### src/logic/pulse_cfg_pkg.sv
`default_nettype none

package pulse_cfg_pkg;

	// field widths of the pulse parameters
	localparam int period_w = 32;
	localparam int time_w = 16;
	localparam int cpmg_w = 8;

	// apb address width
	localparam int addr_w = 3;

	// register map, one word per parameter
	typedef enum logic [addr_w-1:0] {
		addr_period = 3'd0,
		addr_p1width = 3'd1,
		addr_delay = 3'd2,
		addr_p2width = 3'd3,
		addr_cpmg = 3'd4,
		addr_block_time = 3'd5,
		addr_block_en = 3'd6
	} reg_addr_e;

	// values loaded by reset, in clk_uart cycles
	localparam logic [period_w-1:0] def_period = 32'd10000;
	localparam logic [time_w-1:0] def_p1width = 16'd30;
	localparam logic [time_w-1:0] def_delay = 16'd200;
	localparam logic [time_w-1:0] def_p2width = 16'd60;
	// three refocusing pulses
	localparam logic [cpmg_w-1:0] def_cpmg = 8'd3;
	localparam logic [time_w-1:0] def_block_time = 16'd10;
	// blanking on
	localparam logic def_block_en = 1'b1;

endpackage

`default_nettype wire

### src/logic/uart_cmd_pkg.sv
`default_nettype none

package uart_cmd_pkg;

	// first byte of a frame, ascii letters and digits
	typedef enum logic [7:0] {
		op_period = 8'h50,
		op_p1width = 8'h31,
		op_delay = 8'h44,
		op_p2width = 8'h32,
		op_cpmg = 8'h43,
		op_block_time = 8'h42,
		op_block_en = 8'h45
	} cmd_op_e;

	// opcode plus four data bytes, msb first
	localparam int frame_len = 5;

	// parser fsm
	typedef enum logic [1:0] {
		st_opcode,
		st_data,
		st_setup,
		st_access
	} parser_state_e;

endpackage

`default_nettype wire

### src/logic/cmd_parser.sv
`timescale 1ns/1ps
`default_nettype none

module cmd_parser (
	input wire clk_uart,
	input wire resetn,
	input wire [7:0] rx_data,
	input wire rx_valid,
	output logic psel,
	output logic penable,
	output logic pwrite,
	output logic [pulse_cfg_pkg::addr_w-1:0] paddr,
	output logic [31:0] pwdata,
	input wire pready
);
	import pulse_cfg_pkg::*;
	import uart_cmd_pkg::*;

	localparam int cnt_w = $clog2(frame_len);
	// index of the last data byte
	localparam logic [cnt_w-1:0] last_byte = cnt_w'(frame_len - 2);

	parser_state_e state;
	logic [cnt_w-1:0] data_cnt;
	logic discard;
	logic known;
	reg_addr_e opcode_addr;

	// the parser only ever writes
	assign pwrite = 1'b1;

	// opcode to register address
	always_comb begin
		known = 1'b1;
		opcode_addr = addr_period;
		case (rx_data)
			op_period: opcode_addr = addr_period;
			op_p1width: opcode_addr = addr_p1width;
			op_delay: opcode_addr = addr_delay;
			op_p2width: opcode_addr = addr_p2width;
			op_cpmg: opcode_addr = addr_cpmg;
			op_block_time: opcode_addr = addr_block_time;
			op_block_en: opcode_addr = addr_block_en;
			default: known = 1'b0;
		endcase
	end

	always_ff @(posedge clk_uart) begin
		if (resetn) begin
			state <= st_opcode;
			data_cnt <= '0;
			discard <= 1'b0;
			psel <= 1'b0;
			penable <= 1'b0;
		end else begin
			case (state)
				st_opcode: begin
					if (rx_valid) begin
						data_cnt <= '0;
						// unknown opcode still eats its data bytes
						discard <= !known;
						state <= st_data;
					end
				end
				st_data: begin
					if (rx_valid) begin
						data_cnt <= data_cnt + 1'b1;
						if (data_cnt == last_byte) begin
							state <= discard ? st_opcode : st_setup;
							psel <= !discard;
						end
					end
				end
				// one setup cycle, psel only
				st_setup: begin
					penable <= 1'b1;
					state <= st_access;
				end
				// hold until the slave is ready
				st_access: begin
					if (pready) begin
						psel <= 1'b0;
						penable <= 1'b0;
						state <= st_opcode;
					end
				end
				default: state <= st_opcode;
			endcase
		end
	end

	// address and data, big endian word
	always_ff @(posedge clk_uart) begin
		if (rx_valid && state == st_opcode) begin
			paddr <= opcode_addr;
		end
		if (rx_valid && state == st_data) begin
			pwdata <= {pwdata[23:0], rx_data};
		end
	end

endmodule

`default_nettype wire

### src/logic/param_regs.sv
`timescale 1ns/1ps
`default_nettype none

module param_regs (
	input wire clk_uart,
	input wire resetn,
	input wire psel,
	input wire penable,
	input wire pwrite,
	input wire [pulse_cfg_pkg::addr_w-1:0] paddr,
	input wire [31:0] pwdata,
	output logic pready,
	input wire period_start,
	output logic [pulse_cfg_pkg::period_w-1:0] period,
	output logic [pulse_cfg_pkg::time_w-1:0] p1width,
	output logic [pulse_cfg_pkg::time_w-1:0] delay,
	output logic [pulse_cfg_pkg::time_w-1:0] p2width,
	output logic [pulse_cfg_pkg::cpmg_w-1:0] cpmg,
	output logic [pulse_cfg_pkg::time_w-1:0] block_time,
	output logic block_en
);
	import pulse_cfg_pkg::*;

	// shadow set, written over apb
	logic [period_w-1:0] sh_period;
	logic [time_w-1:0] sh_p1width;
	logic [time_w-1:0] sh_delay;
	logic [time_w-1:0] sh_p2width;
	logic [cpmg_w-1:0] sh_cpmg;
	logic [time_w-1:0] sh_block_time;
	logic sh_block_en;
	logic wr_en;

	// completing cycle of a write transfer
	assign wr_en = psel && penable && pready && pwrite;

	// one wait state, ready in the second access cycle
	always_ff @(posedge clk_uart) begin
		if (resetn) begin
			pready <= 1'b0;
		end else begin
			pready <= psel && penable && !pready;
		end
	end

	always_ff @(posedge clk_uart) begin
		if (resetn) begin
			sh_period <= def_period;
			sh_p1width <= def_p1width;
			sh_delay <= def_delay;
			sh_p2width <= def_p2width;
			sh_cpmg <= def_cpmg;
			sh_block_time <= def_block_time;
			sh_block_en <= def_block_en;
		end else if (wr_en) begin
			// upper bits beyond the field width are dropped
			case (reg_addr_e'(paddr))
				addr_period: sh_period <= pwdata[period_w-1:0];
				addr_p1width: sh_p1width <= pwdata[time_w-1:0];
				addr_delay: sh_delay <= pwdata[time_w-1:0];
				addr_p2width: sh_p2width <= pwdata[time_w-1:0];
				addr_cpmg: sh_cpmg <= pwdata[cpmg_w-1:0];
				addr_block_time: sh_block_time <= pwdata[time_w-1:0];
				addr_block_en: sh_block_en <= pwdata[0];
				default: sh_block_en <= sh_block_en;
			endcase
		end
	end

	// whole set moves at once, so a running period never mixes values
	always_ff @(posedge clk_uart) begin
		if (resetn) begin
			period <= def_period;
			p1width <= def_p1width;
			delay <= def_delay;
			p2width <= def_p2width;
			cpmg <= def_cpmg;
			block_time <= def_block_time;
			block_en <= def_block_en;
		end else if (period_start) begin
			period <= sh_period;
			p1width <= sh_p1width;
			delay <= sh_delay;
			p2width <= sh_p2width;
			cpmg <= sh_cpmg;
			block_time <= sh_block_time;
			block_en <= sh_block_en;
		end
	end

endmodule

`default_nettype wire

### src/logic/pulse_gen.sv
`timescale 1ns/1ps
`default_nettype none

module pulse_gen #(
	parameter int clks_per_bit = 16,
	parameter int sync_width = 4
) (
	input wire clk_uart,
	input wire resetn,
	input wire rx,
	output wire sync,
	output wire pulse,
	output wire block,
	output wire recv,
	output wire [7:0] led
);
	import pulse_cfg_pkg::*;

	logic [7:0] rx_data;
	logic rx_valid;
	// apb between parser and register file
	logic psel;
	logic penable;
	logic pwrite;
	logic [addr_w-1:0] paddr;
	logic [31:0] pwdata;
	logic pready;
	// active parameter set
	logic [period_w-1:0] period;
	logic [time_w-1:0] p1width;
	logic [time_w-1:0] delay;
	logic [time_w-1:0] p2width;
	logic [cpmg_w-1:0] cpmg;
	logic [time_w-1:0] block_time;
	logic block_en;
	logic period_start;

	// byte strobe made visible on a pin
	assign recv = rx_valid;

	uart_rx #(
		.clks_per_bit(clks_per_bit)
	) uart_rx_i (
		.clk_uart(clk_uart),
		.resetn(resetn),
		.rx(rx),
		.rx_data(rx_data),
		.rx_valid(rx_valid)
	);

	cmd_parser cmd_parser_i (
		.clk_uart(clk_uart),
		.resetn(resetn),
		.rx_data(rx_data),
		.rx_valid(rx_valid),
		.psel(psel),
		.penable(penable),
		.pwrite(pwrite),
		.paddr(paddr),
		.pwdata(pwdata),
		.pready(pready)
	);

	param_regs param_regs_i (
		.clk_uart(clk_uart),
		.resetn(resetn),
		.psel(psel),
		.penable(penable),
		.pwrite(pwrite),
		.paddr(paddr),
		.pwdata(pwdata),
		.pready(pready),
		.period_start(period_start),
		.period(period),
		.p1width(p1width),
		.delay(delay),
		.p2width(p2width),
		.cpmg(cpmg),
		.block_time(block_time),
		.block_en(block_en)
	);

	pulse_sequencer #(
		.sync_width(sync_width)
	) pulse_sequencer_i (
		.clk_uart(clk_uart),
		.resetn(resetn),
		.period(period),
		.p1width(p1width),
		.delay(delay),
		.p2width(p2width),
		.cpmg(cpmg),
		.block_time(block_time),
		.block_en(block_en),
		.period_start(period_start),
		.sync(sync),
		.pulse(pulse),
		.block(block),
		.led(led)
	);

endmodule

`default_nettype wire

### src/logic/pulse_sequencer.sv
`timescale 1ns/1ps
`default_nettype none

module pulse_sequencer #(
	parameter int sync_width = 4
) (
	input wire clk_uart,
	input wire resetn,
	input wire [pulse_cfg_pkg::period_w-1:0] period,
	input wire [pulse_cfg_pkg::time_w-1:0] p1width,
	input wire [pulse_cfg_pkg::time_w-1:0] delay,
	input wire [pulse_cfg_pkg::time_w-1:0] p2width,
	input wire [pulse_cfg_pkg::cpmg_w-1:0] cpmg,
	input wire [pulse_cfg_pkg::time_w-1:0] block_time,
	input wire block_en,
	output logic period_start,
	output logic sync,
	output logic pulse,
	output logic block,
	output logic [7:0] led
);
	import pulse_cfg_pkg::*;

	logic [period_w-1:0] cnt;
	logic [period_w-1:0] cnt_n;
	logic wrap;
	// count of the next pulse edge
	logic [period_w-1:0] next_edge;
	logic [period_w-1:0] edge_n;
	logic [period_w-1:0] gap;
	// refocusing pulses started this period
	logic [cpmg_w-1:0] pulse_idx;
	logic [cpmg_w-1:0] idx_n;
	logic hit;
	logic pulse_n;
	// blanking cycles left after a falling edge
	logic [time_w-1:0] tail;
	logic [time_w-1:0] tail_n;

	assign period_start = (cnt == '0);

	// outputs are registered from the next count, so they line up with cnt
	always_comb begin
		wrap = (cnt == period - 1'b1);
		cnt_n = wrap ? '0 : cnt + 1'b1;
		// first gap is delay, between refocusing pulses it is 2*delay
		gap = (pulse_idx == '0) ? period_w'(delay) : period_w'(delay) << 1;
		if (pulse && pulse_idx == '0) begin
			hit = (cnt_n == period_w'(p1width));
		end else begin
			hit = (cnt_n == next_edge);
		end
		pulse_n = pulse;
		edge_n = next_edge;
		idx_n = pulse_idx;
		if (cnt_n == '0) begin
			// excitation pulse at the top of every period
			pulse_n = 1'b1;
			edge_n = '0;
			idx_n = '0;
		end else if (hit) begin
			if (pulse) begin
				pulse_n = 1'b0;
				// no more edges once cpmg pulses are done
				if (pulse_idx < cpmg) begin
					edge_n = cnt_n + gap;
				end
			end else begin
				pulse_n = 1'b1;
				idx_n = pulse_idx + 1'b1;
				edge_n = cnt_n + period_w'(p2width);
			end
		end
		if (pulse && !pulse_n) begin
			tail_n = block_time;
		end else if (tail != '0) begin
			tail_n = tail - 1'b1;
		end else begin
			tail_n = '0;
		end
	end

	always_ff @(posedge clk_uart) begin
		if (resetn) begin
			// all ones, so the first count after reset is 0
			cnt <= '1;
			next_edge <= '0;
			pulse_idx <= '0;
			pulse <= 1'b0;
			tail <= '0;
			sync <= 1'b0;
			block <= 1'b0;
			led <= '0;
		end else begin
			cnt <= cnt_n;
			next_edge <= edge_n;
			pulse_idx <= idx_n;
			pulse <= pulse_n;
			tail <= tail_n;
			sync <= (cnt_n < period_w'(sync_width));
			block <= block_en && (pulse_n || tail_n != '0);
			// completed periods
			if (wrap) begin
				led <= led + 1'b1;
			end
		end
	end

endmodule

`default_nettype wire

### src/logic/uart_rx.sv
`timescale 1ns/1ps
`default_nettype none

module uart_rx #(
	parameter int clks_per_bit = 16
) (
	input wire clk_uart,
	input wire resetn,
	input wire rx,
	output logic [7:0] rx_data,
	output logic rx_valid
);
	localparam int cnt_w = $clog2(clks_per_bit);
	localparam logic [cnt_w-1:0] half_tick = cnt_w'(clks_per_bit / 2 - 1);
	localparam logic [cnt_w-1:0] full_tick = cnt_w'(clks_per_bit - 1);

	typedef enum logic [1:0] {
		rx_idle,
		rx_start,
		rx_bits,
		rx_stop
	} rx_state_e;

	rx_state_e state;
	logic rx_meta;
	logic rx_sync;
	logic rx_prev;
	logic [cnt_w-1:0] tick;
	logic [2:0] bit_idx;

	// two-flop synchroniser, plus one stage for edge detect
	// line idles high
	always_ff @(posedge clk_uart) begin
		if (resetn) begin
			rx_meta <= 1'b1;
			rx_sync <= 1'b1;
			rx_prev <= 1'b1;
		end else begin
			rx_meta <= rx;
			rx_sync <= rx_meta;
			rx_prev <= rx_sync;
		end
	end

	always_ff @(posedge clk_uart) begin
		if (resetn) begin
			state <= rx_idle;
			tick <= '0;
			bit_idx <= '0;
			rx_valid <= 1'b0;
		end else begin
			// strobe lasts a single cycle
			rx_valid <= 1'b0;
			tick <= tick + 1'b1;
			case (state)
				rx_idle: begin
					tick <= '0;
					// falling edge starts a frame
					if (rx_prev && !rx_sync) begin
						state <= rx_start;
					end
				end
				rx_start: begin
					// recheck at mid start bit, a glitch goes back to idle
					if (tick == half_tick) begin
						tick <= '0;
						bit_idx <= '0;
						state <= rx_sync ? rx_idle : rx_bits;
					end
				end
				rx_bits: begin
					if (tick == full_tick) begin
						tick <= '0;
						bit_idx <= bit_idx + 1'b1;
						if (bit_idx == 3'd7) begin
							state <= rx_stop;
						end
					end
				end
				rx_stop: begin
					// low stop bit drops the byte
					if (tick == full_tick) begin
						rx_valid <= rx_sync;
						state <= rx_idle;
					end
				end
				default: state <= rx_idle;
			endcase
		end
	end

	// lsb arrives first, shift in from the top
	always_ff @(posedge clk_uart) begin
		if (state == rx_bits && tick == full_tick) begin
			rx_data <= {rx_sync, rx_data[7:1]};
		end
	end

endmodule

`default_nettype wire

### config.mk
export PLATFORM = sky130hd
export DESIGN_NAME = pulse_gen
export DESIGN_NICKNAME = d
export VERILOG_FILES = /design/src/logic/pulse_cfg_pkg.sv /design/src/logic/uart_cmd_pkg.sv /design/src/logic/cmd_parser.sv /design/src/logic/param_regs.sv /design/src/logic/pulse_gen.sv /design/src/logic/pulse_sequencer.sv /design/src/logic/uart_rx.sv
export SDC_FILE = /design/constraint.sdc
export NUM_CORES = 1
export LEC_CHECK = 0
export BUFFER_PORTS_ARGS = -buffer_cell sky130_fd_sc_hd__buf_4
export CELL_PAD_IN_SITES_DETAIL_PLACEMENT = 0
export CELL_PAD_IN_SITES_GLOBAL_PLACEMENT = 1
export CORE_ASPECT_RATIO = 0.7
export CORE_MARGIN = 5
export CORE_UTILIZATION = 45
export CTS_BUF_LIST = sky130_fd_sc_hd__clkbuf_8
export DETAILED_ROUTE_END_ITERATION = 8
export GPL_TIMING_DRIVEN = 0
export PLACE_DENSITY = 0.8
export REMOVE_ABC_BUFFERS = 1
export SLEW_MARGIN = 20
export SYNTH_ARGS = -nofsm -noshare
export SYNTH_HDL_FRONTEND = slang
export SYNTH_SLANG_ARGS = --single-unit
### constraint.sdc
create_clock -name clk_uart -period 14.8 [get_ports clk_uart]
set_clock_uncertainty 0.2 [all_clocks]
set_input_delay 0 -clock clk_uart [delete_from_list [all_inputs] [get_ports clk_uart]]
set_output_delay 0 -clock clk_uart [all_outputs]
set_load 0.01 [all_outputs]
==> impl_metrics.json <==
{
  "drv_slew": 0,
  "setup_violations": 0,
  "drtIter0Drc": 1512,
  "synth.ff_latch_count": 374,
  "final_util_pct": 50.4,
  "max_slew.worst_pin.slew_ps": 1090,
  "grt_pass1_wl_mm": 87.3,
  "cts_tree": "built",
  "fp.dieH_microns": 182,
  "synth-main-ff-cell": "dfxtp_1",
  "grt_use_total_pct": 23.4,
  "fmaxAchievable_ghz": 0.126,
  "nFillCells": 4006,
  "numClockSinks": 374,
  "yosysUniqueCellTypes": 86,
  "grt_max_degree": 132,
  "postCtsSetupBuffers": 0,
  "routed_via_density": 5.81,
  "first_global_vias": 15200,
  "status": "finished clean",
  "rsz0062_at_grt": "no",
  "routed_wl_mm": 55.8,
  "final_area_sq_mm": 0.0208,
  "postSynthCellCount": 2338,
  "netlist.top_cell.by_area": "dfxtp_1",
  "p_leak_nw": 7.54,
  "placed_area_sq_mm": 0.0195,
  "postSynthAreaPerCell_sq_um": 8.09,
  "hp-class": "input port to flop",
  "async_flop_share_pct": 0,
  "ant_nets": 0,
  "layout-drive-gt1-share_pct": 8.85,
  "die_area_sq_mm": 0.0463,
  "crit_required_ps": 15150,
  "crit_type": "flop to flop",
  "synth-simple-area-share_pct": 27.7,
  "io_buffers": 14,
  "dr.pass1.iters": 6,
  "global_route.usage.met2_pct": 32.6,
  "final_nets": 2335,
  "vias": 16800,
  "die_w_microns": 255,
  "gr-usage-met1_pct": 36.1,
  "initial_core_util_pct": 45.9,
  "overflow": 0,
  "fin_ws_ps": 6890,
  "busiest_layer": "met1",
  "ios": 15,
  "path_clk_slew_ps": 70,
  "htree_levels": 2,
  "clkLatencyLatePin_ps": 650,
  "peakVddDrop_v": 0.0000864,
  "synth_top_family_by_area": "simple AND/OR/NAND/NOR gates",
  "synth-compound-area-share_pct": 14.9,
  "synth_adder_area_share_pct": 2.88,
  "slew-limit-headroom_pct": 26.9,
  "syn_to_final_growth_pct": 9.95,
  "synth.area.mux_share_pct": 2.68,
  "clk_path_buf_depth": 3,
  "gp_congestion": 0.944,
  "cts_buffers": 58,
  "yosys_warnings": 0,
  "grt_use_met3_pct": 6.44,
  "synth_area_leaders": "dfxtp_1 35%, nand2_1 9.3%, edfxtp_1 6.8%",
  "yosysSeqAreaShare_pct": 41.8,
  "cpMaxStageDelayCell": "or4_1",
  "crit_path_frequent_cell": "or4_1",
  "drv_cap": 0,
  "core-area_sq_mm": 0.0413,
  "post_cts_resized": 0,
  "worstPathArrival_ps": 8260,
  "finalSetupTns_ps": 0,
  "end_kind": "flop",
  "timing.hold.ws_ps": 123,
  "grt_antenna_before_repair": 1,
  "remaining_drc_errors": 0,
  "cp_max_fo": 17,
  "post-dp-hpwl_mm": 39.6,
  "wl_per_cell_microns": 19.3,
  "path_cells": "inv_1 -> ha_1 -> or4b_1 -> or4_1 -> nor3_1 -> o22ai_1 -> or4_1 -> or4_1 -> and2_1 -> ha_1 -> a21o_1 -> a21o_1 -> a2111oi_0 -> nor3_1 -> o31ai_1 -> o21a_1 -> nor3b_1 -> and3_1 -> xnor2_1 -> or4_1 -> o31ai_1",
  "yosysTopAreaCellShare_pct": 35.0,
  "crit_path_start_kind": "flop",
  "multi_input_area_sq_mm": 0.0102,
  "placementRows": 62,
  "synth_edf_count": 43,
  "cts_root_buf": "clkbuf_8",
  "seq_area_sq_mm": 0.00792,
  "p_per_area_mw_per_mm2": 154,
  "min_period_ps": 7910,
  "hold_violations": 0,
  "synthXorXnorAreaFrac_pct": 5.58,
  "place_ws_ps": 7110,
  "finalCritPeriodShare_pct": 53.4,
  "crit_path_max_incr_delay_ps": 970,
  "syn_area_sq_mm": 0.0189
}
[final timing paths]
kind	from	to	slack, ps	depth (start not counted)
setup / recovery	param_regs_i.period[0]$_SDFFE_PP0N_	pulse_sequencer_i.next_edge[31]$_SDFFE_PP0P_	6890	21
hold / removal	resetn	pulse_sequencer_i.led[7]$_SDFFE_PP0P_	120	3
setup reg to reg	param_regs_i.period[0]$_SDFFE_PP0N_	pulse_sequencer_i.next_edge[31]$_SDFFE_PP0P_	6890	21
hold reg to reg	uart_rx_i.rx_meta$_SDFF_PP1_	uart_rx_i.rx_sync$_SDFF_PP1_	220	1
[where the power goes]
group | internal [mW] | total, mW | switching [mW]
clock network | 0.512 | 0.951 | 0.438
registers | 1.07 | 1.18 | 0.106
logic | 0.406 | 1.08 | 0.675
total | 1.99 | 3.21 | 1.22
[flip-flops by register name, summed over array words and instances (netlist names), 32 cells and up, named ones only]
register and count:
cmd_parser_i.pwdata 32, param_regs_i.period 32, param_regs_i.sh_period 32, pulse_sequencer_i.cnt 32
pulse_sequencer_i.next_edge 32
[layout by cell type, fill, tap and decap left out, drive strengths merged, types with 8 or more instances in the layout]
cell type  count
and4           8
nand3         36
o21bai         9
buf           45
or3           24
nand2        469
a211oi        16
nor3          70
nor2         182
ha            42
a211o         11
a31oi         21
clkbuf        75
mux2i         45
a21o          13
or4           30
o22ai         10
nand3b        47
o21ai         31
clkinv         9
o31ai         32
and2          16
nand4         49
nor4          46
nand2b        14
and3          11
or2           39
o211ai         8
xnor2         76
nor2b         16
edfxtp        43
dfxtp        331
xor2          42
a21oi        250
inv           76
[kinds of logic after synthesis]
logic type | after synthesis
xor+xnor | 119
mux | 50
flops | 374
buf+inv | 213
compound gates | 460
fa+ha+maj | 43
simple gates | 1079
[layout make-up]
cell class / instances / share of cell area, %
Sequential cell: 374 / 38.1
Timing Repair Buffer: 49 / 2.27
Multi-Input combinational cell: 1751 / 49.2
Antenna cell: 2 / 0.0241
Inverter: 55 / 0.992
Tap cell: 544 / 3.27
Clock inverter: 35 / 1.23
Clock buffer: 75 / 4.96
[synthesized netlist by cell type (5+ instances only)]
cell         n
edfxtp_1    43
xnor2_1     76
nand3b_1    47
nand3_1     36
a211oi_1    16
a2111oi_0    5
nand4b_1     5
inv_1       55
and3_1      11
nand4_1     47
or2_2       38
a21o_1      13
nor4_1      41
a31oi_1     21
ha_1        42
or4_1       28
nand2b_1    14
o2111ai_1    5
buf_2       17
nor2b_1     16
mux2i_1     45
o21a_1       6
and4_1       8
o21ai_0     31
nand2_1    469
xor2_1      42
nor3_1      69
o211ai_1     8
a21oi_1    250
and2_1      16
or3_1       24
a211o_1     11
dfxtp_1    331
nor4b_1      6
buf_1        7
o22ai_1     10
nor2_1     182
o21bai_1     9
o31a_1       5
o31ai_1     32
clkbuf_1   130
[metrics by stage]
stage               instances  power, mW
floorplan                2180       1.94
global placement         2738       2.22
detailed placement       2769       2.23
CTS                      2883       3.20
global route             2883       3.38
finish                   2885       3.21
[worst max-delay path: cells and delay by family (launching register included)]
kind / cells / cell delay [ps]
AND/OR/NAND/NOR: 10 / 4450
AO/OA/AOI/OAI: 7 / 2090
buffers and inverters: 1 / 80
flip-flops: 1 / 370
adder cells (fa/ha/maj): 2 / 450
XOR/XNOR: 1 / 150
[routing by layer]
layer	vias up	part of all wire (%)	wire [microns]
met5	-	0	0
met4	0	1.5	832
met3	72	9.3	5190
met2	595	41	22600
met1	7991	49	27100
li1	8106	-	-
[repair_timing]
item | in CTS | in global routing
hold buffers | 4 | 0
setup endpoints to repair | 0 | 0
hold endpoints to repair | 154 | 0
(Power assumes the default switching activity.)
